===== src/trs_video_consts.svh =====
`ifndef TRS_VIDEO_CONSTS_SVH
`define TRS_VIDEO_CONSTS_SVH

// horizontal raster, counted in 8-pixel cells
`define TRS_CELL_PIX       8
`define TRS_H_CELLS        100   // 800 clocks per line
`define TRS_H_ACT_CELLS    80
`define TRS_HS_ON_CELL     82
`define TRS_HS_OFF_CELL    94
`define TRS_HS_PIX         2     // pixel slot of both sync edges

// vertical raster per mode, rows of character lines
`define TRS_ROWS_80        24
`define TRS_LINES_80       20
`define TRS_LAST_ROW_80    26
`define TRS_LAST_LINE_80   4
`define TRS_ROWS_64        20
`define TRS_LINES_64       24
`define TRS_LAST_ROW_64    21
`define TRS_LAST_LINE_64   20
`define TRS_VS_ON_LINE     9
`define TRS_VS_OFF_LINE    11

`define TRS_TEXT_X_OFS     8     // 64x16 centring, cells
`define TRS_TEXT_Y_OFS     2     // rows

`define TRS_DISP_DEPTH     2048
`define TRS_GLYPH_DEPTH    4096
`define TRS_ADDR_DISP      16'h0000
`define TRS_ADDR_GLYPH     16'h4000
`define TRS_ADDR_CTRL      16'h8000
`define TRS_CTRL_RESET     3'b000

`endif


===== src/trs_video_pkg.sv =====
package trs_video_pkg;

   typedef logic [7:0]  code_t;
   typedef logic [10:0] disp_addr_t;
   typedef logic [11:0] glyph_addr_t;   // {mapped code, glyph row}
   typedef logic [6:0]  cell_x_t;
   typedef logic [2:0]  cell_pix_t;
   typedef logic [4:0]  row_t;
   typedef logic [4:0]  line_t;
   typedef logic [15:0] axil_addr_t;
   typedef logic [31:0] axil_data_t;

   // master side of the AXI4-Lite link
   typedef struct packed {
      axil_addr_t aw_addr;
      logic       aw_valid;
      axil_data_t w_data;
      logic [3:0] w_strb;
      logic       w_valid;
      logic       b_ready;
      axil_addr_t ar_addr;
      logic       ar_valid;
      logic       r_ready;
   } axil_req_t;

   // slave side
   typedef struct packed {
      logic       aw_ready;
      logic       w_ready;
      logic       b_valid;
      logic [1:0] b_resp;
      logic       ar_ready;
      logic       r_valid;
      axil_data_t r_data;
      logic [1:0] r_resp;
   } axil_rsp_t;

   // bit 2 mode, bit 1 inverse, bit 0 alternate set
   typedef struct packed {
      logic mode_80x24;
      logic inv_video;
      logic alt_set;
   } video_ctrl_t;

   typedef struct packed {
      cell_x_t   cell_x;
      cell_pix_t pix;
      row_t      row;
      line_t     line;
      logic      in_active;    // inside 640x480
      logic      in_text;      // inside text window of latched mode
      logic      mode_80x24;   // latched at frame wrap
   } beam_t;

   typedef enum logic {WR_IDLE, WR_RESP} wr_state_t;
   typedef enum logic [1:0] {RD_IDLE, RD_ADDR, RD_DATA, RD_RESP} rd_state_t;

endpackage


===== src/raster_timing.sv =====
`timescale 1ns/1ps
`include "trs_video_consts.svh"

module raster_timing import trs_video_pkg::*;
(
   input  logic        vga_clk,
   input  logic        arst_n,
   input  video_ctrl_t video_ctrl,
   output beam_t       beam,
   output logic        h_sync,
   output logic        v_sync,
   output logic        is_80col
);

   cell_pix_t pix;
   cell_x_t   cell_x;
   row_t      row;
   line_t     line;
   logic      mode_80;      // latched mode
   row_t      rows_act;     // also the v_sync row
   row_t      last_row;
   line_t     last_line;    // frame ends here
   line_t     row_wrap;     // last line of a row
   cell_x_t   col_ofs;
   row_t      row_ofs;
   logic      cell_end;
   logic      line_end;
   logic      in_active;
   logic      in_text;

   assign rows_act  = mode_80 ? row_t'(`TRS_ROWS_80) : row_t'(`TRS_ROWS_64);
   assign last_row  = mode_80 ? row_t'(`TRS_LAST_ROW_80) : row_t'(`TRS_LAST_ROW_64);
   assign last_line = mode_80 ? line_t'(`TRS_LAST_LINE_80) : line_t'(`TRS_LAST_LINE_64);
   assign row_wrap  = mode_80 ? line_t'(`TRS_LINES_80 - 1) : line_t'(`TRS_LINES_64 - 1);
   assign cell_end  = (pix == cell_pix_t'(`TRS_CELL_PIX - 1));
   assign line_end  = cell_end && (cell_x == cell_x_t'(`TRS_H_CELLS - 1));

   // text window, offsets wrap high so one compare each
   assign col_ofs   = cell_x - cell_x_t'(`TRS_TEXT_X_OFS);
   assign row_ofs   = row - row_t'(`TRS_TEXT_Y_OFS);
   assign in_active = (cell_x < `TRS_H_ACT_CELLS) && (row < rows_act);
   assign in_text   = mode_80 ? in_active :
                      (col_ofs < `TRS_H_ACT_CELLS - 2 * `TRS_TEXT_X_OFS) &&
                      (row_ofs < `TRS_ROWS_64 - 2 * `TRS_TEXT_Y_OFS);

   always_ff @(posedge vga_clk or negedge arst_n)
   begin
      if (!arst_n)
      begin
         pix     <= '0;
         cell_x  <= '0;
         line    <= '0;
         row     <= '0;
         mode_80 <= 1'b0;   // 64x16 out of reset
      end
      else
      begin
         pix <= pix + 1'b1;   // wraps at 8
         if (cell_end)
            cell_x <= line_end ? '0 : cell_x + 1'b1;
         if (line_end)
         begin
            if (row == last_row && line == last_line)
            begin
               row     <= '0;
               line    <= '0;
               mode_80 <= video_ctrl.mode_80x24;   // mode only changes here
            end
            else if (line == row_wrap)
            begin
               line <= '0;
               row  <= row + 1'b1;
            end
            else
               line <= line + 1'b1;
         end
      end
   end

   // beam and syncs share one register stage
   always_ff @(posedge vga_clk or negedge arst_n)
   begin
      if (!arst_n)
      begin
         beam   <= '0;
         h_sync <= 1'b0;
         v_sync <= 1'b0;
      end
      else
      begin
         beam <= '{cell_x: cell_x, pix: pix, row: row, line: line,
                   in_active: in_active, in_text: in_text, mode_80x24: mode_80};
         if (cell_x == `TRS_HS_ON_CELL && pix == `TRS_HS_PIX)
            h_sync <= 1'b1;
         else if (cell_x == `TRS_HS_OFF_CELL && pix == `TRS_HS_PIX)
            h_sync <= 1'b0;
         if (row == rows_act && line == `TRS_VS_ON_LINE)
            v_sync <= 1'b1;   // 2 lines in first blank row
         else if (row == rows_act && line == `TRS_VS_OFF_LINE)
            v_sync <= 1'b0;
      end
   end

   assign is_80col = mode_80;

   a_hs_blank: assert property (@(posedge vga_clk) disable iff (!arst_n)
      h_sync |-> !beam.in_active);

endmodule


===== config.mk =====
export PLATFORM = sky130hd
export DESIGN_NAME = raster_timing
export DESIGN_NICKNAME = d
export VERILOG_FILES = /design/src/trs_video_pkg.sv /design/src/raster_timing.sv
export VERILOG_INCLUDE_DIRS = /design/src
export SDC_FILE = /design/constraint.sdc
export NUM_CORES = 1
export LEC_CHECK = 0
export ABC_CLOCK_PERIOD_IN_PS = 5300
export BUFFER_PORTS_ARGS = -buffer_cell sky130_fd_sc_hd__buf_2
export CAP_MARGIN = 15
export CORE_UTILIZATION = 42
export CTS_BUF_LIST = sky130_fd_sc_hd__clkbuf_4
export DETAILED_ROUTE_END_ITERATION = 7
export PLACE_DENSITY = 0.61
export SYNTH_ARGS = -nofsm -noshare
export SYNTH_HDL_FRONTEND = slang
export SYNTH_SLANG_ARGS = --single-unit

===== constraint.sdc =====
create_clock -name vga_clk -period 5.3 [get_ports vga_clk]
set_input_delay 1.06 -clock vga_clk [delete_from_list [all_inputs] [get_ports vga_clk]]
set_output_delay 1.06 -clock vga_clk [all_outputs]
set_load 0.005 [all_outputs]

* Word level (Yosys, flattened, before mapping) *
Cells that the tools add are included.

word-level totals
  register bits = 46
  input bits = 5
  word-level logic and storage cells = 62

operators by class
  $add $sub $neg = 6
  order comparisons = 4
  equality and inequality tests = 11
  muxes and demuxes = 14
  reduce and logical (&&, ||, !) cells = 13

operators with widths
  kind                   number
  $mux W5                5
  $eq A7 B7 Y1 const B   3
  $eq A5 B5 Y1           4
  $lt A7 B7 Y1 const B   2
  $add A5 B1 Y5 const B  2
  $eq A5 B4 Y1 const B   2
  $logic_and A1 B1 Y1    8
  $mux W4                2
  $add A7 B1 Y7 const B  1
  $mux W7                1
  $sub A7 B4 Y7 const B  1
  $reduce_bool A2 Y1     3
  $lt A5 B5 Y1           1
  $lt A5 B5 Y1 const B   1
  $mux W1                5
  $sub A5 B2 Y5 const B  1
  $reduce_and A2 Y1      2
  $add A3 B1 Y3 const B  1
  $eq A3 B2 Y1 const B   1
  $eq A3 B3 Y1 const B   1
  $mux W3                1

* Logic depth before layout (Yosys ltp) *
  depth in word-level cells = 5
  depth in mapped cells = 7

* Worst setup path before layout *
No wires, ideal clock.

  kind = register to register
  start = reg pix[0]
  end = reg row[2]
  library setup time = 126 ps
  arrival time = 1829 ps
  setup slack = 3345 ps
  cell stages (with the launch flop) = 7
  clock period less this slack = 1955 ps
  cells stage by stage = dfrtp_1 -> ha_1 -> ha_1 -> nand3_2 -> or4_4 -> buf_6 -> a221o_1

on the way
  cells in the longest elaborated chain, start to end = 3

RTL lines
  what                         line                 RTL
  from (decl)                  raster_timing.sv:15  cell_pix_t pix;
  from (signal assigned)       raster_timing.sv:58  pix <= pix + 1'b1;
  $eq A3 B3 Y1                 raster_timing.sv:35  assign cell_end = (pix == cell_pix_t'(`TRS_CELL_PIX - 1));
  $logic_and A1 B1 Y1          raster_timing.sv:36  assign line_end = cell_end && (cell_x == cell_x_t'(`TRS_H_CELLS - 1));
  $reduce_and A2 Y1 (no line)  n/a
  to (signal assigned)         raster_timing.sv:72  row <= row + 1'b1;
  to (decl)                    raster_timing.sv:17  row_t row;

Every way passes these cells.
A chain may end at the register's enable or synchronous reset.

* Worst setup path after layout *
  start = reg pix[0]
  end = reg line[2]

on the way
  cells in the longest elaborated chain, start to end = 2

RTL lines
  what                  line                 RTL
  $eq A3 B3 Y1          raster_timing.sv:35
  $logic_and A1 B1 Y1   raster_timing.sv:36
  to (signal assigned)  raster_timing.sv:75  line <= line + 1'b1;
  to (decl)             raster_timing.sv:18  line_t line;

Every way passes these cells.

==> results.toml <==
[outcome]
run_status = "finished, final reports clean"

[synth]
synth_top_area_cell = "dfrtp_1"
yosysSeqAreaShare = 0.574
synth-edff-count = 0
async_reset_ff_frac = 1.00
synth_area_um2 = 2010
avgSynthCellArea_um2 = 11.7
yosys_most_used_dff = "dfrtp_1"
synthesis.nets = 188
netlist_instances = 171
synth_top_area_frac = 0.574
yosysWarnings = 0
ys_seq_elements = 46
netlist_top_cells_area = "dfrtp_1 (57%), ha_1 (7.5%), nand2_1 (2.8%), inv_1 (2.2%), nand3_1 (1.7%)"
ys_types = 47

[cells_and_area]
syn2layout_area_growth_pct = 11.9
drive_gt1_frac = 0.211
postLayoutCellArea_um2 = 2240
multi_input_area_um2 = 771
layout_commonest_cell = "dfrtp_1"
seq_area_um2 = 1150
final_cell_mix = "dfrtp_1 (46), buf_2 (28), nand2_1 (15)"
fin_util = 0.501
nFillCells = 409
num_antenna_cells = 0
finalNetCount = 216

[clocking]
cts_setup_buffers = 0
cts_hold_buf = 0
cts_sinks = 46
numCtsBuffers = 5
cts_resized = 0
root_buffer = "clkbuf_4"
insertion_delay_ns = 0.36
ctsLongestPathBuffers = 2
cts_tree = "done"
clkSlewWorstSetupHoldPaths_ns = 0.12
htreeDepth = 2

[grt]
grt_pass1_wl_mm = 5.99
grt_pass1_vias = 1256
antenna_found_initial = 0
grt_util_all_layers = 0.153
overflow = 0
grt_max_degree = 47

[sta]
fin_hold_ws_ns = 0.423
finalSetupTns_ns = 0
clock_skew_ns = 0.00761
setup_violations = 0
tightest_slew_ns = 1.14
fin_crit_sh = 0.476
max_freq_mhz = 396
rsz0062_at_grt = "no"
min_period_ns = 2.52
slew-limit-headroom = 0.234
slew_violations = 0
hold_viol = 0

[min_path]
hold_path_class = "reg -> reg"

[placed_design]
place_area_um2 = 2170
numPortBuffers = 28
place_congestion = 0.821
dp_hpwl_mm = 2.37

[flow_run]
maxCapViolCount = 0

[worst_setup_path]
path_max_fanout = 13
path_class = "reg -> reg"
endpoint_kind = "flip-flop"
cp-start-kind = "flip-flop"
cp.arrival_ns = 2.78
worst-endpoint-required_ns = 5.55

[drt]
dr.pass1.iters = 6
wl_per_cell_um = 14.0
antenna_left = 0
drc = 0
drt-initial-drc-count = 63
vias_per_cell = 5.33
finalWirelength_mm = 3.50
num_vias = 1338

[power]
p_leak_nw = 1.08
ir_drop_v = 0.000119
p_per_area_nw_per_um2 = 250

[floorplan]
initial_core_util = 0.448
core_um2 = 4470
die-width_um = 71.1
rows = 24
die_area_um2 = 5060
fp.dieH_um = 71.1
num_io_pins = 31
[stage by stage]
step / setup slack (ns) / power [mW] / std cells
after global placement: 2.88 / 0.365 / 244
after global routing: 2.57 / 0.580 / 251
final: 2.78 / 0.562 / 251
after CTS: 2.76 / 0.567 / 251
after detailed placement: 2.80 / 0.365 / 244
after floorplan: 3.34 / 0.358 / 171
[layout make-up]
class                           instances  share of cell area
Clock inverter                          2              0.0151
Multi-Input combinational cell        106               0.344
Clock buffer                            5              0.0167
Sequential cell                        46               0.513
Tap cell                               52              0.0290
Inverter                               12              0.0201
Timing Repair Buffer                   28              0.0625
[where the power goes]
| part | leakage (nW) | internal, mW | switching (mW) |
|---|---|---|---|
| combinational | 0.447 | 0.000530 | 0.00639 |
| clock | 0.0387 | 0.0955 | 0.108 |
| sequential | 0.598 | 0.351 | 0 |
[cell usage after synthesis (2+ instances only)]
master / instances
a21oi_1: 6
o21ai_0: 6
nand4_1: 3
or2_2: 2
nor2b_1: 2
nor3_1: 2
o22ai_1: 2
nand2_1: 15
inv_1: 12
nand4bb_1: 3
a22o_1: 3
nor2_1: 6
or3_1: 4
xnor2_1: 4
o21a_1: 2
dfrtp_1: 46
clkbuf_1: 2
and3_1: 2
mux2i_1: 2
nand3_1: 7
ha_1: 12
buf_2: 3
[path summary, 6_finish.rpt]
path / startpoint / to / slack (ns) / cells after the start
worst max-delay path: pix[0] / line[2] / 2.78 / 6
worst min-delay path: pix[2] / beam[15] / 0.42 / 0
worst max register to register: pix[0] / line[2] / 2.78 / 6
worst min register to register: pix[2] / beam[15] / 0.42 / 0
max in group asynchronous: arst_n / h_sync / 3.85 / 1
min in group asynchronous: arst_n / beam[9] / 0.84 / 1
[flip-flops by register name, summed over array words and instances (netlist names)]
register	flops
beam	23
pix	3
is_80col	1
line	5
row	5
v_sync	1
h_sync	1
cell_x	7
[critical path, cell delays in order, from the launching register on]
cell and delay, ns:
dfrtp_1 0.40, ha_1 0.16, ha_1 0.30, nand3_2 0.17
nor4_2 0.95, o21ai_0 0.21, a22o_1 0.24
[routing by layer]
metal | global-route usage | wire length (µm) | vias up
met5 | 0 | 0 | -
met4 | 0.0467 | 51 | 0
met3 | 0.0442 | 137 | 6
met2 | 0.245 | 1640 | 24
met1 | 0.204 | 1670 | 644
li1 | - | - | 664
[logic make-up after synthesis]
group / count (synthesis) / synth area share
AND/OR/NAND/NOR: 54 / 0.155
AO/OA/AOI/OAI: 32 / 0.117
XOR/XNOR: 5 / 0.0218
flip-flops: 46 / 0.574
multiplexers: 3 / 0.0156
buffers and inverters: 19 / 0.0418
adder cells (fa/ha/maj): 12 / 0.0749
Note: power is estimated with default switching activity, not from simulation.
