===== src/trs_video_consts.svh =====
`ifndef TRS_VIDEO_CONSTS_SVH
`define TRS_VIDEO_CONSTS_SVH

// horizontal raster, counted in 8-pixel cells
`define TRS_CELL_PIX       8
`define TRS_H_CELLS        100   // 800 clocks per line
`define TRS_H_ACT_CELLS    80
`define TRS_HS_ON_CELL     82
`define TRS_HS_OFF_CELL    94
`define TRS_HS_PIX         2     // pixel slot of both sync edges

// vertical raster per mode, rows of character lines
`define TRS_ROWS_80        24
`define TRS_LINES_80       20
`define TRS_LAST_ROW_80    26
`define TRS_LAST_LINE_80   4
`define TRS_ROWS_64        20
`define TRS_LINES_64       24
`define TRS_LAST_ROW_64    21
`define TRS_LAST_LINE_64   20
`define TRS_VS_ON_LINE     9
`define TRS_VS_OFF_LINE    11

`define TRS_TEXT_X_OFS     8     // 64x16 centring, cells
`define TRS_TEXT_Y_OFS     2     // rows

`define TRS_DISP_DEPTH     2048
`define TRS_GLYPH_DEPTH    4096
`define TRS_ADDR_DISP      16'h0000
`define TRS_ADDR_GLYPH     16'h4000
`define TRS_ADDR_CTRL      16'h8000
`define TRS_CTRL_RESET     3'b000

`endif


===== src/trs_video_pkg.sv =====
package trs_video_pkg;

   typedef logic [7:0]  code_t;
   typedef logic [10:0] disp_addr_t;
   typedef logic [11:0] glyph_addr_t;   // {mapped code, glyph row}
   typedef logic [6:0]  cell_x_t;
   typedef logic [2:0]  cell_pix_t;
   typedef logic [4:0]  row_t;
   typedef logic [4:0]  line_t;
   typedef logic [15:0] axil_addr_t;
   typedef logic [31:0] axil_data_t;

   // master side of the AXI4-Lite link
   typedef struct packed {
      axil_addr_t aw_addr;
      logic       aw_valid;
      axil_data_t w_data;
      logic [3:0] w_strb;
      logic       w_valid;
      logic       b_ready;
      axil_addr_t ar_addr;
      logic       ar_valid;
      logic       r_ready;
   } axil_req_t;

   // slave side
   typedef struct packed {
      logic       aw_ready;
      logic       w_ready;
      logic       b_valid;
      logic [1:0] b_resp;
      logic       ar_ready;
      logic       r_valid;
      axil_data_t r_data;
      logic [1:0] r_resp;
   } axil_rsp_t;

   // bit 2 mode, bit 1 inverse, bit 0 alternate set
   typedef struct packed {
      logic mode_80x24;
      logic inv_video;
      logic alt_set;
   } video_ctrl_t;

   typedef struct packed {
      cell_x_t   cell_x;
      cell_pix_t pix;
      row_t      row;
      line_t     line;
      logic      in_active;    // inside 640x480
      logic      in_text;      // inside text window of latched mode
      logic      mode_80x24;   // latched at frame wrap
   } beam_t;

   typedef enum logic {WR_IDLE, WR_RESP} wr_state_t;
   typedef enum logic [1:0] {RD_IDLE, RD_ADDR, RD_DATA, RD_RESP} rd_state_t;

endpackage


===== src/glyph_shifter.sv =====
`timescale 1ns/1ps
`include "trs_video_consts.svh"

module glyph_shifter import trs_video_pkg::*;
(
   input  logic        vga_clk,
   input  logic        arst_n,
   input  beam_t       beam,
   input  video_ctrl_t video_ctrl,
   output logic        disp_b_en,
   output disp_addr_t  disp_b_addr,
   input  code_t       disp_b_rdata,
   output logic        glyph_b_en,
   output glyph_addr_t glyph_b_addr,
   input  code_t       glyph_b_rdata,
   output logic        pixel_data,
   output logic        pixel_de
);

   logic [3:0] glyph_row;   // each glyph row drawn on two lines
   cell_x_t    col_ofs;
   row_t       row_ofs;
   code_t      mapped;
   code_t      code_q;      // raw code of the cell being fetched
   code_t      blk_byte;
   code_t      load_byte;
   logic       is_block;
   logic [7:0] shift_q;
   logic [4:0] de_dly;      // matches the five clock fetch latency

   assign glyph_row = beam.line[4:1];
   assign col_ofs   = beam.cell_x - cell_x_t'(`TRS_TEXT_X_OFS);
   assign row_ofs   = beam.row - row_t'(`TRS_TEXT_Y_OFS);

   // pix 0, display RAM read
   assign disp_b_en   = beam.in_text && beam.pix == 3'd0;
   assign disp_b_addr = beam.mode_80x24 ?
                        disp_addr_t'({beam.row, 6'b0}) + disp_addr_t'({beam.row, 4'b0}) +
                        disp_addr_t'(beam.cell_x) :          // 80*row + col
                        disp_addr_t'({row_ofs[3:0], col_ofs[5:0]});

   // pix 2, code valid and character generator read
   assign mapped = {disp_b_rdata[7] & ~video_ctrl.inv_video,
                    disp_b_rdata[6] & ~(disp_b_rdata[7] & video_ctrl.alt_set),
                    disp_b_rdata[5:0]};
   assign glyph_b_en   = beam.in_text && beam.pix == 3'd2;
   assign glyph_b_addr = {mapped, glyph_row};

   always_ff @(posedge vga_clk)
   begin
      if (glyph_b_en)
         code_q <= disp_b_rdata;
   end

   // 10xxxxxx without inverse is a 2x3 block graphic
   assign is_block = (code_q[7:6] == 2'b10) && !video_ctrl.inv_video;

   always_comb
   begin
      case (glyph_row[3:2])   // pair of blocks per third of the cell
         2'd0:    blk_byte = {{4{code_q[0]}}, {4{code_q[1]}}};
         2'd1:    blk_byte = {{4{code_q[2]}}, {4{code_q[3]}}};
         2'd2:    blk_byte = {{4{code_q[4]}}, {4{code_q[5]}}};
         default: blk_byte = 8'h00;
      endcase
      if (!beam.in_text)
         load_byte = 8'h00;   // border and blanking
      else if (is_block)
         load_byte = blk_byte;
      else
         load_byte = glyph_b_rdata ^ {8{code_q[7] & video_ctrl.inv_video}};
   end

   // pix 4 load, msb out first from pix 5
   always_ff @(posedge vga_clk or negedge arst_n)
   begin
      if (!arst_n)
      begin
         shift_q <= '0;
         de_dly  <= '0;
      end
      else
      begin
         de_dly <= {de_dly[3:0], beam.in_active};
         if (beam.pix == 3'd4)
            shift_q <= load_byte;
         else
            shift_q <= {shift_q[6:0], 1'b0};
      end
   end

   assign pixel_data = shift_q[7];
   assign pixel_de   = de_dly[4];

endmodule


===== config.mk =====
export PLATFORM = sky130hd
export DESIGN_NAME = glyph_shifter
export DESIGN_NICKNAME = d
export VERILOG_FILES = /design/src/trs_video_pkg.sv /design/src/glyph_shifter.sv
export VERILOG_INCLUDE_DIRS = /design/src
export SDC_FILE = /design/constraint.sdc
export NUM_CORES = 1
export LEC_CHECK = 0
export ABC_CLOCK_PERIOD_IN_PS = 3810
export BUFFER_PORTS_ARGS = -buffer_cell sky130_fd_sc_hd__buf_2
export CORE_MARGIN = 8
export CORE_UTILIZATION = 46
export CTS_CLUSTER_DIAMETER = 120
export CTS_CLUSTER_SIZE = 40
export DETAILED_ROUTE_END_ITERATION = 6
export PLACE_DENSITY = 0.91
export SLEW_MARGIN = 15
export SYNTH_ARGS = -nofsm -noshare
export SYNTH_HDL_FRONTEND = slang
export SYNTH_SLANG_ARGS = --single-unit
export TNS_END_PERCENT = 10

===== constraint.sdc =====
create_clock -name vga_clk -period 3.81 [get_ports vga_clk]
set_input_delay 0.762 -clock vga_clk [delete_from_list [all_inputs] [get_ports vga_clk]]
set_output_delay 0.762 -clock vga_clk [all_outputs]
set_load 0.05 [all_outputs]

==> Word level (Yosys, flattened, before mapping) <==
Cells that the tools add are included.
{ "op_classes": {"add_sub_neg": 4, "eq_ne": 5, "muxes": 5, "n_bitwise": 7, "reduce_logical": 6} }
{ "ops": {"columns": ["cell", "count"], "rows": [
  ["$mux W8", 3],
  ["$pmux W8 S3", 1],
  ["$add A11 B7 Y11", 1],
  ["$add A11 B9 Y11", 1],
  ["$mux W11", 1],
  ["$xor A8 B8 Y8", 1],
  ["$sub A6 B4 Y6 const B", 1],
  ["$and A1 B1 Y1", 4],
  ["$eq A2 B2 Y1 const B", 2],
  ["$sub A4 B2 Y4 const B", 1],
  ["$eq A3 B2 Y1 const B", 1],
  ["$eq A3 B3 Y1 const B", 1],
  ["$logic_and A1 B1 Y1", 3],
  ["$logic_not A3 Y1", 1],
  ["$eq A2 B1 Y1 const B", 1],
  ["$logic_not A2 Y1", 1],
  ["$not A1 Y1", 2],
  ["$logic_not A1 Y1", 1]
]} }
{ "totals": {"regBits": 21, "inputBits": 44, "output_inout_bits": 27, "elab_cells": 30} }

==> Logic depth before layout (Yosys ltp) <==
{ "depth": {"word_depth": 5, "mapped_depth": 7, "mapped_depth_nobuf": 7} }

==> Worst setup path after synthesis <==
Ideal clock, no wire load.
{ "synth_path": {"path_kind": "input-to-output", "start": "in beam[8] in the netlist's numbering", "end": "out disp_b_addr[9]", "t_arrival_ns": 3.255, "t_required_ns": 3.048, "slack_ns": -0.207, "path_stages": 7, "n_path_buf": 0, "cell_sequence": "inv_1 -> fa_1 -> inv_1 -> fa_1 -> a21o_1 -> nand4_1 -> nor3b_1"} }
{ "synth_via": {"elab_chain_cells": 3, "word_cells_on_any_way": 4, "classes_between": "3 x add/sub; 1 x mux"} }
{ "synth_rtl": {"columns": ["element", "line_no", "source"], "rows": [
  ["from (decl)", "glyph_shifter.sv:8", "input beam_t beam,"],
  ["$add A11 B9 Y11", "glyph_shifter.sv:38", "disp_addr_t'({beam.row, 6'b0}) + disp_addr_t'({beam.row, 4'b0}) +"],
  ["$add A11 B7 Y11", "glyph_shifter.sv:38", null],
  ["$mux W11 *", "glyph_shifter.sv:37", "assign disp_b_addr = beam.mode_80x24 ?"],
  ["to (decl)", "glyph_shifter.sv:11", "output disp_addr_t disp_b_addr,"]
]} }
Mark *: on every way between the ends. The rest lies on a longest branch, timed or not.

==> Worst setup path in the final report <==
{ "layout_path": {"start": "in beam[10] in the netlist's numbering", "end": "out disp_b_addr[9]"} }
The elaborated chain is that of the path after synthesis.

==> flow_summary_export.csv <==
group,metric,value,unit
outcome,status,"finished, final reports clean",
clock_tree,cts_buffers,3,
timing,skew,0.00568,ns
placement,port_buffers,58,
logic_synthesis,syn_avg_cell_area,10.2,sq um
global_routing,antenna_found_initial,0,
die,design.core.area,3030,sq um
logic_synthesis,synth_nets,199,
logic_synthesis,yosys-top-cells-area,"dfrtp_1 (22%), edfxtp_1 (17%), ha_1 (9.5%)",
finish,final_nets,244,
worst_setup_path,cp.arrival,2.90,ns
pwr,intPower,0.000352,W
worst_setup_path,path_buf_inv,4,
worst_setup_path,startpoint_type,"input pin",
finish,postLayoutCoreUtil,0.567,
finish,syn2layout_area_growth,18.8,%
worst_setup_path,cp_slowest_cell,"fa_1",
worst_setup_path,crit_chain,"buf_2 -> inv_1 -> fa_1 -> inv_1 -> fa_1 -> a21o_1 -> a2111oi_4 -> nor3b_2 -> buf_2",
die,pin_count,71,
worst_setup_path,cp_max_fo,2,
timing,hold-worst-slack,0.324,ns
pwr,p_clk_frac,0.186,
logic_synthesis,syn-cell-area,1450,sq um
route,viasPerCell,5.21,
logic_synthesis,yosys.area.top_type,"dfrtp_1",
pwr,total_power,0.000565,W
die,die_x,72.1,um
route,routed_wl,3.37,mm
run,cap_viol_max_count,0,
worst_setup_path,critPathRequiredTime,3.05,ns
die,initial_core_util,0.478,
die,die-area,5190,sq um
route,dr.pass1.iters,4,
timing,maxSlewViolCount,0,
clock_tree,htree_levels,1,
global_routing,grt_pass1_wl,5.58,mm
pwr,seq_power_share,0.443,
logic_synthesis,synth_top_area_share,0.225,
worst_setup_path,worstSetupPathType,"input pin to output port",
finish,antennaDiodeCount,0,
clock_tree,clock_sink_count,21,
timing,worstMarginPinSlew,0.430,ns
pwr,comb_power_share,0.371,
logic_synthesis,synth.distinct_cells,42,
worst_setup_path,worstSetupEndpointType,"output port",
logic_synthesis,synth_seq_cells,21,
die,rows,20,
logic_synthesis,ys.flop_type,"dfrtp_1",
timing,fin_crit,3.66,ns
pwr,ir_worst_vdd,0.000209,V
pwr,power.leakage,0.855,nW
route,drt-initial-drc-count,46,
timing,rsz0062_at_grt,"no",
route,drc,0,
clock_tree,cts_buffer_depth,2,
worst_setup_path,r2r_slack,2.12,ns
placement,routabilityCongestion,0.808,
timing,max-slew-margin-rel,0.714,
pwr,switching_share,0.376,
timing,hold_viol,0,
timing,timing.final.ws_setup,0.151,ns
pwr,p_switching,0.000212,W
global_routing,grt_remaining_overflow,0,
timing,fin_crit_sh,0.960,
route,wl_per_cell,14.6,um
pwr,powerDensity,329,nW/um^2
route,drtAntennaViolNets,0,
logic_synthesis,postSynthCellCount,142,
global_routing,grt_max_degree,19,
hold_path,hold_path.class,"input pin to async pin",
logic_synthesis,seq_area_frac_synth,0.391,
global_routing,grt_util_all_layers,0.131,
global_routing,first_global_vias,1295,
timing,setup_viol,0,
clock_tree,cts_tree,"done",
timing,fmax,0.273,GHz
die,die_h,72.1,um
logic_synthesis,yosysWarnings,0,
worst_setup_path,slowest_delay,0.50,ns
logic_synthesis,synth_edf_count,8,
finish,final_layout_size_suffix_gt1_frac,0.403,
clock_tree,post_cts_buffers,0,
placement,dp_slack,-0.0782,ns
worst_setup_path,path_delay_family,"adder cells",
clock_tree,worstSkewPairLatency,0.29,ns
route,vias,1199,
finish,fill_cells,286,
clock_tree,clk_pin_slew,0.12,ns
placement,hpwl,2.78,mm
timing,tns,0,ns
logic_synthesis,async_reset_ff_frac,0.619,
clock_tree,cts_root_buf,"clkbuf_4",
metal layers:
layer	vias to the layer above	GRT usage	wire [um]
met4	0	0.0658	53
met2	41	0.227	1730
met1	558	0.152	1460
li1	596	-	-
met5	-	0	0
met3	4	0.0207	124
flip-flops by register name, indices dropped and copies added (netlist names):
| name | flops |
|---|---|
| code_q | 8 |
| de_dly | 5 |
| shift_q | 8 |
logic make-up after synthesis:
| kind of cell | Yosys count | synth area share |
|---|---|---|
| AND/OR/NAND/NOR | 38 | 0.157 |
| AO/OA/AOI/OAI | 34 | 0.170 |
| buffers and inverters | 30 | 0.119 |
| flip-flops | 21 | 0.391 |
| adder cells (fa/ha/maj) | 13 | 0.123 |
| XOR/XNOR | 4 | 0.0242 |
| multiplexers | 2 | 0.0156 |
cell usage in the layout, fill, tap and decap left out, types with 3 or more instances in the layout:
master,netlist,routed
inv_1,11,11
nor2_1,3,3
a21oi_1,8,8
dfrtp_1,13,13
o21ai_0,6,6
clkbuf_4,0,3
edfxtp_1,8,8
nand3_1,3,3
buf_2,2,58
and3_2,7,7
o41ai_1,7,7
ha_1,11,11
nand2_1,12,12
Yosys cell counts, drive strengths merged (2+ instances only):
| master | instances |
|---|---|
| o21ai | 6 |
| a221oi | 2 |
| a21oi | 8 |
| a21boi | 2 |
| nand3 | 3 |
| nand2 | 12 |
| and3 | 7 |
| xor2 | 2 |
| a211oi | 2 |
| a21o | 2 |
| buf | 16 |
| fa | 2 |
| o41ai | 7 |
| edfxtp | 8 |
| clkbuf | 3 |
| xnor2 | 2 |
| or3b | 2 |
| inv | 11 |
| mux2 | 2 |
| nor2 | 3 |
| ha | 11 |
| dfrtp | 13 |
metrics by stage:
| step | std cells | instance area [sq um] |
|---|---|---|
| detailed placement | 226 | 1670 |
| finish | 230 | 1720 |
| floorplan | 142 | 1450 |
| global placement | 226 | 1670 |
| CTS | 230 | 1700 |
| global route | 230 | 1720 |
final timing paths:
path / startpoint / end / cells after the start
max: beam[10] / disp_b_addr[9] / 9
min: arst_n / de_dly[0] / 1
max reg2reg: code_q[7] / shift_q[7] / 3
min reg2reg: de_dly[3] / de_dly[4] / 0
max in group asynchronous: arst_n / de_dly[1] / 1
min in group vga_clk: de_dly[3] / de_dly[4] / 0
power groups by stage:
stage	Sequential [W]	Combinational (W)	Clock (W)
after floorplan	0.000259	0.000160	0
final	0.000250	0.000210	0.000105
after global placement	0.000254	0.000199	0
after detailed placement	0.000255	0.000206	0
after global routing	0.000251	0.000227	0.000119
after CTS	0.000250	0.000207	0.000107
layout make-up:
type / instances / area [sq um] / area share
sequential: 21 / 566 / 0.329
clock buffer: 4 / 26.3 / 0.0153
inverter: 11 / 41.3 / 0.0240
multi-input combinational: 91 / 732 / 0.426
timing repair buffer: 59 / 298 / 0.173
tap: 44 / 55.1 / 0.0320
timing repair:
action	in CTS	in global routing
hold buffers	0	0
cloned	0	0
gates resized for setup	1	2
setup endpoints to repair	1	1
Note: power is estimated with default switching activity, not from simulation.
