===== config.mk =====
export PLATFORM = sky130hd
export DESIGN_NAME = host_bus_port
export DESIGN_NICKNAME = d
export VERILOG_FILES = /design/src/trs_video_pkg.sv /design/src/host_bus_port.sv
export VERILOG_INCLUDE_DIRS = /design/src
export SDC_FILE = /design/constraint.sdc
export NUM_CORES = 1
export LEC_CHECK = 0
export ABC_AREA = 1
export BUFFER_PORTS_ARGS = -buffer_cell sky130_fd_sc_hd__buf_2
export CAP_MARGIN = 40
export CORE_MARGIN = 4
export CORE_UTILIZATION = 41
export DETAILED_ROUTE_END_ITERATION = 16
export PLACE_DENSITY = 0.86
export SLEW_MARGIN = 20
export SYNTH_ARGS = -nofsm -noshare
export SYNTH_HDL_FRONTEND = slang
export SYNTH_SLANG_ARGS = --single-unit

===== constraint.sdc =====
create_clock -name vga_clk -period 4.2 [get_ports vga_clk]
set_clock_uncertainty 0.2 [all_clocks]
set_input_delay 0.42 -clock vga_clk [delete_from_list [all_inputs] [get_ports vga_clk]]
set_output_delay 0.42 -clock vga_clk [all_outputs]
set_load 0.02 [all_outputs]

===== src/trs_video_consts.svh =====
`ifndef TRS_VIDEO_CONSTS_SVH
`define TRS_VIDEO_CONSTS_SVH

// horizontal raster, counted in 8-pixel cells
`define TRS_CELL_PIX       8
`define TRS_H_CELLS        100   // 800 clocks per line
`define TRS_H_ACT_CELLS    80
`define TRS_HS_ON_CELL     82
`define TRS_HS_OFF_CELL    94
`define TRS_HS_PIX         2     // pixel slot of both sync edges

// vertical raster per mode, rows of character lines
`define TRS_ROWS_80        24
`define TRS_LINES_80       20
`define TRS_LAST_ROW_80    26
`define TRS_LAST_LINE_80   4
`define TRS_ROWS_64        20
`define TRS_LINES_64       24
`define TRS_LAST_ROW_64    21
`define TRS_LAST_LINE_64   20
`define TRS_VS_ON_LINE     9
`define TRS_VS_OFF_LINE    11

`define TRS_TEXT_X_OFS     8     // 64x16 centring, cells
`define TRS_TEXT_Y_OFS     2     // rows

`define TRS_DISP_DEPTH     2048
`define TRS_GLYPH_DEPTH    4096
`define TRS_ADDR_DISP      16'h0000
`define TRS_ADDR_GLYPH     16'h4000
`define TRS_ADDR_CTRL      16'h8000
`define TRS_CTRL_RESET     3'b000

`endif


===== src/trs_video_pkg.sv =====
package trs_video_pkg;

   typedef logic [7:0]  code_t;
   typedef logic [10:0] disp_addr_t;
   typedef logic [11:0] glyph_addr_t;   // {mapped code, glyph row}
   typedef logic [6:0]  cell_x_t;
   typedef logic [2:0]  cell_pix_t;
   typedef logic [4:0]  row_t;
   typedef logic [4:0]  line_t;
   typedef logic [15:0] axil_addr_t;
   typedef logic [31:0] axil_data_t;

   // master side of the AXI4-Lite link
   typedef struct packed {
      axil_addr_t aw_addr;
      logic       aw_valid;
      axil_data_t w_data;
      logic [3:0] w_strb;
      logic       w_valid;
      logic       b_ready;
      axil_addr_t ar_addr;
      logic       ar_valid;
      logic       r_ready;
   } axil_req_t;

   // slave side
   typedef struct packed {
      logic       aw_ready;
      logic       w_ready;
      logic       b_valid;
      logic [1:0] b_resp;
      logic       ar_ready;
      logic       r_valid;
      axil_data_t r_data;
      logic [1:0] r_resp;
   } axil_rsp_t;

   // bit 2 mode, bit 1 inverse, bit 0 alternate set
   typedef struct packed {
      logic mode_80x24;
      logic inv_video;
      logic alt_set;
   } video_ctrl_t;

   typedef struct packed {
      cell_x_t   cell_x;
      cell_pix_t pix;
      row_t      row;
      line_t     line;
      logic      in_active;    // inside 640x480
      logic      in_text;      // inside text window of latched mode
      logic      mode_80x24;   // latched at frame wrap
   } beam_t;

   typedef enum logic {WR_IDLE, WR_RESP} wr_state_t;
   typedef enum logic [1:0] {RD_IDLE, RD_ADDR, RD_DATA, RD_RESP} rd_state_t;

endpackage


===== src/host_bus_port.sv =====
`timescale 1ns/1ps
`include "trs_video_consts.svh"

module host_bus_port import trs_video_pkg::*;
(
   input  logic        vga_clk,
   input  logic        arst_n,
   input  axil_req_t   axil_req,
   output axil_rsp_t   axil_rsp,
   output video_ctrl_t video_ctrl,
   output logic        disp_a_en,
   output logic        disp_a_we,
   output logic        glyph_a_en,
   output logic        glyph_a_we,
   output glyph_addr_t host_a_addr,
   output code_t       host_a_wdata,
   input  code_t       disp_a_rdata,
   input  code_t       glyph_a_rdata
);

   localparam logic [1:0] RGN_NONE  = 2'd0;
   localparam logic [1:0] RGN_DISP  = 2'd1;
   localparam logic [1:0] RGN_GLYPH = 2'd2;
   localparam logic [1:0] RGN_CTRL  = 2'd3;
   localparam logic [1:0] RESP_OKAY   = 2'b00;
   localparam logic [1:0] RESP_SLVERR = 2'b10;

   // byte address to target region, low two bits ignored
   function automatic logic [1:0] region(axil_addr_t a);
      logic [1:0] r;
      r = RGN_NONE;
      if (a >= `TRS_ADDR_DISP && a < `TRS_ADDR_DISP + 4 * `TRS_DISP_DEPTH)
         r = RGN_DISP;
      else if (a >= `TRS_ADDR_GLYPH && a < `TRS_ADDR_GLYPH + 4 * `TRS_GLYPH_DEPTH)
         r = RGN_GLYPH;
      else if ({a[15:2], 2'b00} == `TRS_ADDR_CTRL)
         r = RGN_CTRL;
      return r;
   endfunction

   wr_state_t   wr_state;
   rd_state_t   rd_state;
   logic        wr_go;       // aw+w handshake this cycle
   logic        rd_issue;    // read owns port A this cycle
   logic        wr_byte;
   logic [1:0]  wr_rgn;
   logic [1:0]  rd_rgn;
   axil_addr_t  rd_addr;
   axil_data_t  r_data;
   logic [1:0]  r_resp;
   logic [1:0]  b_resp;
   video_ctrl_t ctrl_q;

   assign wr_rgn   = region(axil_req.aw_addr);
   assign rd_rgn   = region(rd_addr);
   assign wr_go    = axil_req.aw_valid && axil_req.w_valid && (wr_state == WR_IDLE);
   assign rd_issue = (rd_state == RD_ADDR) && !wr_go;   // write wins port A
   assign wr_byte  = wr_go && axil_req.w_strb[0];

   // port A, write has priority over the pending read
   assign host_a_addr  = wr_go ? axil_req.aw_addr[13:2] : rd_addr[13:2];
   assign host_a_wdata = axil_req.w_data[7:0];
   assign disp_a_en    = (wr_go && wr_rgn == RGN_DISP) || (rd_issue && rd_rgn == RGN_DISP);
   assign glyph_a_en   = (wr_go && wr_rgn == RGN_GLYPH) || (rd_issue && rd_rgn == RGN_GLYPH);
   assign disp_a_we    = wr_byte && wr_rgn == RGN_DISP;
   assign glyph_a_we   = wr_byte && wr_rgn == RGN_GLYPH;
   assign video_ctrl   = ctrl_q;

   always_ff @(posedge vga_clk or negedge arst_n)
   begin
      if (!arst_n)
      begin
         wr_state <= WR_IDLE;
         rd_state <= RD_IDLE;
         ctrl_q   <= `TRS_CTRL_RESET;
      end
      else
      begin
         case (wr_state)
            WR_IDLE: if (wr_go) wr_state <= WR_RESP;
            WR_RESP: if (axil_req.b_ready) wr_state <= WR_IDLE;
         endcase
         if (wr_byte && wr_rgn == RGN_CTRL)
            ctrl_q <= video_ctrl_t'(axil_req.w_data[2:0]);
         case (rd_state)
            RD_IDLE: if (axil_req.ar_valid) rd_state <= RD_ADDR;
            RD_ADDR: if (!wr_go) rd_state <= RD_DATA;   // one cycle stall on collision
            RD_DATA: rd_state <= RD_RESP;
            RD_RESP: if (axil_req.r_ready) rd_state <= RD_IDLE;
         endcase
      end
   end

   // response payload
   always_ff @(posedge vga_clk)
   begin
      if (wr_go)
         b_resp <= (wr_rgn == RGN_NONE) ? RESP_SLVERR : RESP_OKAY;
      if (rd_state == RD_IDLE && axil_req.ar_valid)
         rd_addr <= axil_req.ar_addr;
      if (rd_state == RD_DATA)
      begin
         r_resp <= RESP_OKAY;
         case (rd_rgn)
            RGN_DISP:  r_data <= {24'd0, disp_a_rdata};
            RGN_GLYPH: r_data <= {24'd0, glyph_a_rdata};
            RGN_CTRL:  r_data <= {29'd0, ctrl_q};
            default:
            begin
               r_data <= '0;
               r_resp <= RESP_SLVERR;
            end
         endcase
      end
   end

   always_comb
   begin
      axil_rsp.aw_ready = wr_go;
      axil_rsp.w_ready  = wr_go;
      axil_rsp.b_valid  = (wr_state == WR_RESP);
      axil_rsp.b_resp   = b_resp;
      axil_rsp.ar_ready = (rd_state == RD_IDLE);
      axil_rsp.r_valid  = (rd_state == RD_RESP);
      axil_rsp.r_data   = r_data;
      axil_rsp.r_resp   = r_resp;
   end

   // responses stay up until the master takes them
   a_b_hold: assert property (@(posedge vga_clk) disable iff (!arst_n)
      axil_rsp.b_valid && !axil_req.b_ready |=> axil_rsp.b_valid);
   a_r_hold: assert property (@(posedge vga_clk) disable iff (!arst_n)
      axil_rsp.r_valid && !axil_req.r_ready |=> axil_rsp.r_valid && $stable(axil_rsp.r_data));

endmodule


# [Yosys cells after proc, flatten, opt, wreduce, memory -nomap -nowiden]
# Cells that the tools add are included.
[word_totals] out_inout_bits=68 mem_bits_rw=0 word_cells=72 rom_bits=0 latchBits=0 n_memories=0 inputBits=91 register_bits=58
[classes] shifts=0 n_div=0 multipliers=0 n_eq_ne=14 bitwise_logic=1 reduce_logical=23 add_sub_neg=0 muxes=17 magnitude_cmp=8
[op_table] operator="16-bit by 1-bit >= comparator with 1-bit output (second input constant)" count=2
[op_table] operator="16-bit by 15-bit >= comparator with 1-bit output (second input constant)" count=2
[op_table] operator="16-bit by 14-bit less-than comparator with 1-bit output (second input constant)" count=2
[op_table] operator="16-bit less-than comparator (second input constant)" count=2
[op_table] operator="14-bit equality test (second input constant)" count=2
[op_table] operator="8-bit case mux with 3 select lines" count=1
[op_table] operator="2-bit two-way mux" count=11
[op_table] operator="1-bit logical AND" count=16
[op_table] operator="2-bit equality test (second input constant)" count=6
[op_table] operator="12-bit two-way mux" count=1
[op_table] operator="2-bit case mux with 4 select lines" count=1
[op_table] operator="2-bit by 1-bit equality test with 1-bit output (second input constant)" count=3
[op_table] operator="2-bit inequality test (second input constant)" count=3
[op_table] operator="2-bit logical NOT" count=2
[op_table] operator="3-bit AND reduction" count=1
[op_table] operator="3-bit OR reduction" count=1
[op_table] operator="1-bit logical OR" count=2
[op_table] operator="1-bit two-way mux" count=2
[op_table] operator="1-bit case mux with 2 select lines" count=1
[op_table] operator="1-bit logical NOT" count=1
[op_table] operator="1-bit NOT" count=1

# [Logic depth before layout (Yosys ltp)]
[logic_depth] depth_word=7 mapped_depth=6 mapped_depth_nobuf=6

# [Worst setup path after synthesis]
# OpenSTA, ideal clock, no wires.
[synth_path] path_kind="reg2out" startpoint="register rd_addr[15]" endpoint="output disp_a_en" arrival_ns=1.154 slack_ns=2.426 stages_incl_launch_ff=4 t_required_ns=3.580 cell_sequence="edfxtp_1 -> nor3_4 -> inv_2 -> o22ai_1"
[synth_via] elab_chain_len=7 word_cells_on_any_way=13
[synth_lines] element="start: declaration" line="host_bus_port.sv:48" text="axil_addr_t rd_addr;"
[synth_lines] element="start signal: assignment" line="host_bus_port.sv:100" text="rd_addr <= axil_req.ar_addr;"
[synth_lines] element="16-bit by 15-bit >= comparator with 1-bit output (no source line) (tied with other cells)"
[synth_lines] element="1-bit logical AND (no source line) / 2-bit two-way mux (equally long branches)"
[synth_lines] element="2-bit two-way mux" line="host_bus_port.sv:34" text="else if (a >= `TRS_ADDR_GLYPH && a < `TRS_ADDR_GLYPH + 4 * `TRS_GLYPH_DEPTH)"
[synth_lines] element="2-bit two-way mux *" line="host_bus_port.sv:32" text="if (a >= `TRS_ADDR_DISP && a < `TRS_ADDR_DISP + 4 * `TRS_DISP_DEPTH)"
[synth_lines] element="2-bit by 1-bit equality test with 1-bit output *" line="host_bus_port.sv:63" text="assign disp_a_en = (wr_go && wr_rgn == RGN_DISP) || (rd_issue && rd_rgn == RGN_DISP);"
[synth_lines] element="1-bit logical AND *" line="host_bus_port.sv:63"
[synth_lines] element="1-bit logical OR *" line="host_bus_port.sv:63"
[synth_lines] element="end: declaration" line="host_bus_port.sv:11" text="output logic disp_a_en,"
# Every way passes the cells marked *; elsewhere a longest branch is shown, timed or not.

# [Final worst setup path]
[layout_path] startpoint="register wr_state" endpoint="output host_a_addr[5]"
[layout_via] elab_chain_len=3
[layout_lines] element="start: declaration" line="host_bus_port.sv:41" text="wr_state_t wr_state;"
[layout_lines] element="start signal: assignment" line="host_bus_port.sv:73" text="wr_state <= WR_IDLE;"
[layout_lines] element="start signal: assignment" line="host_bus_port.sv:80" text="WR_IDLE: if (wr_go) wr_state <= WR_RESP;"
[layout_lines] element="start signal: assignment" line="host_bus_port.sv:81" text="WR_RESP: if (axil_req.b_ready) wr_state <= WR_IDLE;"
[layout_lines] element="1-bit NOT"
[layout_lines] element="1-bit logical AND" line="host_bus_port.sv:56" text="assign wr_go = axil_req.aw_valid && axil_req.w_valid && (wr_state == WR_IDLE);"
[layout_lines] element="12-bit two-way mux" line="host_bus_port.sv:61" text="assign host_a_addr = wr_go ? axil_req.aw_addr[13:2] : rd_addr[13:2];"
[layout_lines] element="end: declaration" line="host_bus_port.sv:15" text="output glyph_addr_t host_a_addr,"
# Every way passes these cells.

==> flow_metrics.tcl <==
set metrics [dict create \
    yosys_warnings 0 \
    synth-simple-area-share_pct 23.9 \
    fin_total_pwr_w 0.00102 \
    rsz0062_at_grt "false" \
    io-pin-count 159 \
    wire_per_inst_microns 12.9 \
    clk-insertion-delay-late_ps 270 \
    floorplan.die.height_microns 74.5 \
    groute.layer.met1.usage_pct 18.3 \
    mostFrequentLayoutCells "91 x buf_2, 61 x nand2_1, 26 x conb_1, 24 x edfxtp_1, 18 x nor2_1" \
    highest_clock_rate_ghz 0.462 \
    synthMuxAreaShare_pct 0 \
    gr-max-usage-layer "met2" \
    post-route-util_pct 53.7 \
    postRouteAntennaNets 0 \
    floorplan.core_area_sq_mm 0.00414 \
    synth_cells 205 \
    grt_first_pass_wirelength_microns 6530 \
    yosys.area_share.adder_pct 2.76 \
    critical_path.cell_chain "inv_2 -> nand3_4 -> inv_2 -> nand2_1 -> o21ai_0 -> buf_2" \
    layout.cells.most_common "buf_2" \
    synth.lib_cells_used.distinct 21 \
    max-cap-violations 0 \
    crit_required_ps 3580 \
    global_route.usage.met3_pct 4.46 \
    wl_microns 4390 \
    cp_data_arrival_time_ps 1540 \
    die-area_sq_mm 0.00555 \
    clockRootBuffer "clkbuf_8" \
    slew_headroom_pct 63.5 \
    layout-area-overhead-vs-synth_pct 22.6 \
    post_cts_resize_count 0 \
    drt-initial-drc-count 60 \
    cts_tree "yes" \
    globalRoute.totalOverflow 0 \
    via_per_inst 4.58 \
    critical_path_class "reg2out" \
    cp_slowest_stage_delay_ps 390 \
    power_per_cell_area_mw_per_mm2 461 \
    cts.reportedPaths.clkPinSlew_ps 60 \
    cts_buffer_depth 2 \
    finalCritPeriodShare_pct 51.5 \
    detailed_router_iteration_count_before_antenna_repair 6 \
    numPortBuffers 91 \
    post_route_cells_drive_above_1_share_pct 36.8 \
    gp_congestion 0.756 \
    outcome "finished clean" \
    worstHoldPathType "in2reg" \
    combinational_family_with_the_most_area_after_synthesis "simple AND/OR/NAND/NOR gates" \
    crit_path_time_final_ps 2160 \
    place_hpwl_microns 3640 \
    reg2reg_slack_ps 2450 \
    die_w_microns 74.5 \
    route.vias.total 1563 \
    finalHoldViolCount 0 \
    crit_path_end "host_a_addr[5]" \
    first_global_vias 1470 \
    worst_ir_drop_vdd_mv 0.247 \
    post-route-drc-count 0 \
    critPathSlowestCell "dfrtp_1" \
    timing_max_transition_violations_final 0 \
    setup_viol_count_final 0 \
    timing.rr.start "rd_state[0]" \
    worst_setup_path_startpoint "wr_state" \
    grt_start_max_net_pins 18 \
    cts_buffers 5 \
    antenna_violations_before_repair 0 \
    timing.critical_path.mode_cell "inv_2" \
    synth.ff_latch_count 30 \
    synth_area_sq_mm 0.00181 \
    synth_xor_area_share_pct 0 \
    path_max_fanout 17 \
    placement_rows 23 \
    final.fill_count 388 \
    yosysSeqAreaShare_pct 48.0 \
    worstRegToRegCells 4 \
    synth_compound_gate_area_share_pct 4.76 \
    power.leakage_nw 1.19 \
    final-seq-area_sq_um 871 \
    avgSynthCellArea_sq_um 8.85 \
    maximum_level_of_the_cts_h_tree 2 \
    floorplan.initialDensity_pct 43.8 \
    grt_usage_pct 15.8 \
    setup.worst_path.end_class "output port" \
    timing_worst_slew_pin_value_ps 547 \
    critical_path.startpoint_type "flip-flop" \
    multi_input_area_sq_um 668 \
    nNetsFinal 385 \
    rr_endpoint "rd_addr[7]" \
    tns_ps 0 \
    antenna_cells_inserted 0 \
    cts_num_sinks 30 \
    met2_usage_pct 28.1 \
]
## synthesized netlist by cell type, drive strengths merged
| library cell | n | area share, % |
|---|---|---|
| edfxtp | 24 | 40 |
| nand4 | 4 | 1.4 |
| o22ai | 2 | 0.69 |
| a22o | 5 | 2.4 |
| o21ai | 6 | 1.7 |
| inv | 20 | 4.1 |
| dfrtp | 6 | 8.3 |
| nand3 | 11 | 4.0 |
| buf | 39 | 16 |
| nand2 | 61 | 13 |
| nor2 | 21 | 5.0 |
| conb | 1 | 0.21 |
| nor3 | 1 | 0.90 |
| ha | 4 | 2.8 |
## layout make-up
type | instances | area share [%]
Clock inverter | 2 | 0.394
Multi-Input combinational cell | 141 | 30.1
Sequential cell | 30 | 39.2
Tap cell | 50 | 2.81
Inverter | 20 | 3.38
Timing Repair Buffer | 92 | 20.9
Clock buffer | 6 | 3.26
## cells by family (layout without fill, tap and decap cells)
logic type | Yosys count | after routing
other | 1 | 26
buffers and inverters | 59 | 120
adders and majority gates | 4 | 4
DFF | 30 | 30
and+or+nand+nor | 98 | 98
AOI/OAI and AO/OA | 13 | 13
## layer usage
layer / up-vias / routed length [microns]
met5: - / 0
met4: 0 / 37
met3: 5 / 482
met2: 85 / 2320
met1: 705 / 1550
li1: 768 / -
## per-stage QoR
step                      instances  worst slack (ps)  area (sq um)  hold slack, ps
after floorplan                 230              2430          1910           -75.6
after global placement          332              2260          2130            58.7
after detailed placement        332              2240          2130            69.6
after CTS                       341              2020          2220             108
after global routing            341              1870          2220             101
final                           341              2040          2220             116
## critical path: cells and delay by family (launching register included)
kind            cells  cell delay, ps
buf+inv             3             550
flops               1             390
simple gates        2             260
compound gates      1              70
## registers in the layout, indices dropped and copies added (netlist names)
name and flops:
rd_state 2, wr_state 1, b_resp 1, r_data 8, rd_addr 14, video_ctrl 3, r_resp 1
## where the power goes
group / internal, W / switching [W]
Clock: 0.000114 / 0.000104
Combinational: 0.000115 / 0.000250
Sequential: 0.000410 / 0.0000321
## how the worst min path moves through the flow
| stage | from | end | slack (ps) | cells after the start |
|---|---|---|---|---|
| floorplan | arst_n | rd_state[0] | -80 | 0 |
| global placement | arst_n | wr_state | 60 | 1 |
| detailed placement | arst_n | wr_state | 70 | 1 |
| CTS | axil_req[7] | rd_addr[5] | 110 | 1 |
| global route | axil_req[13] | rd_addr[11] | 100 | 1 |
| finish | axil_req[7] | rd_addr[5] | 120 | 1 |
## repair_timing
action / in CTS / in global routing
buffers inserted: 0 / 0
hold endpoints to repair: 6 / 0
hold buffers: 1 / 0
(Power assumes the default switching activity.)
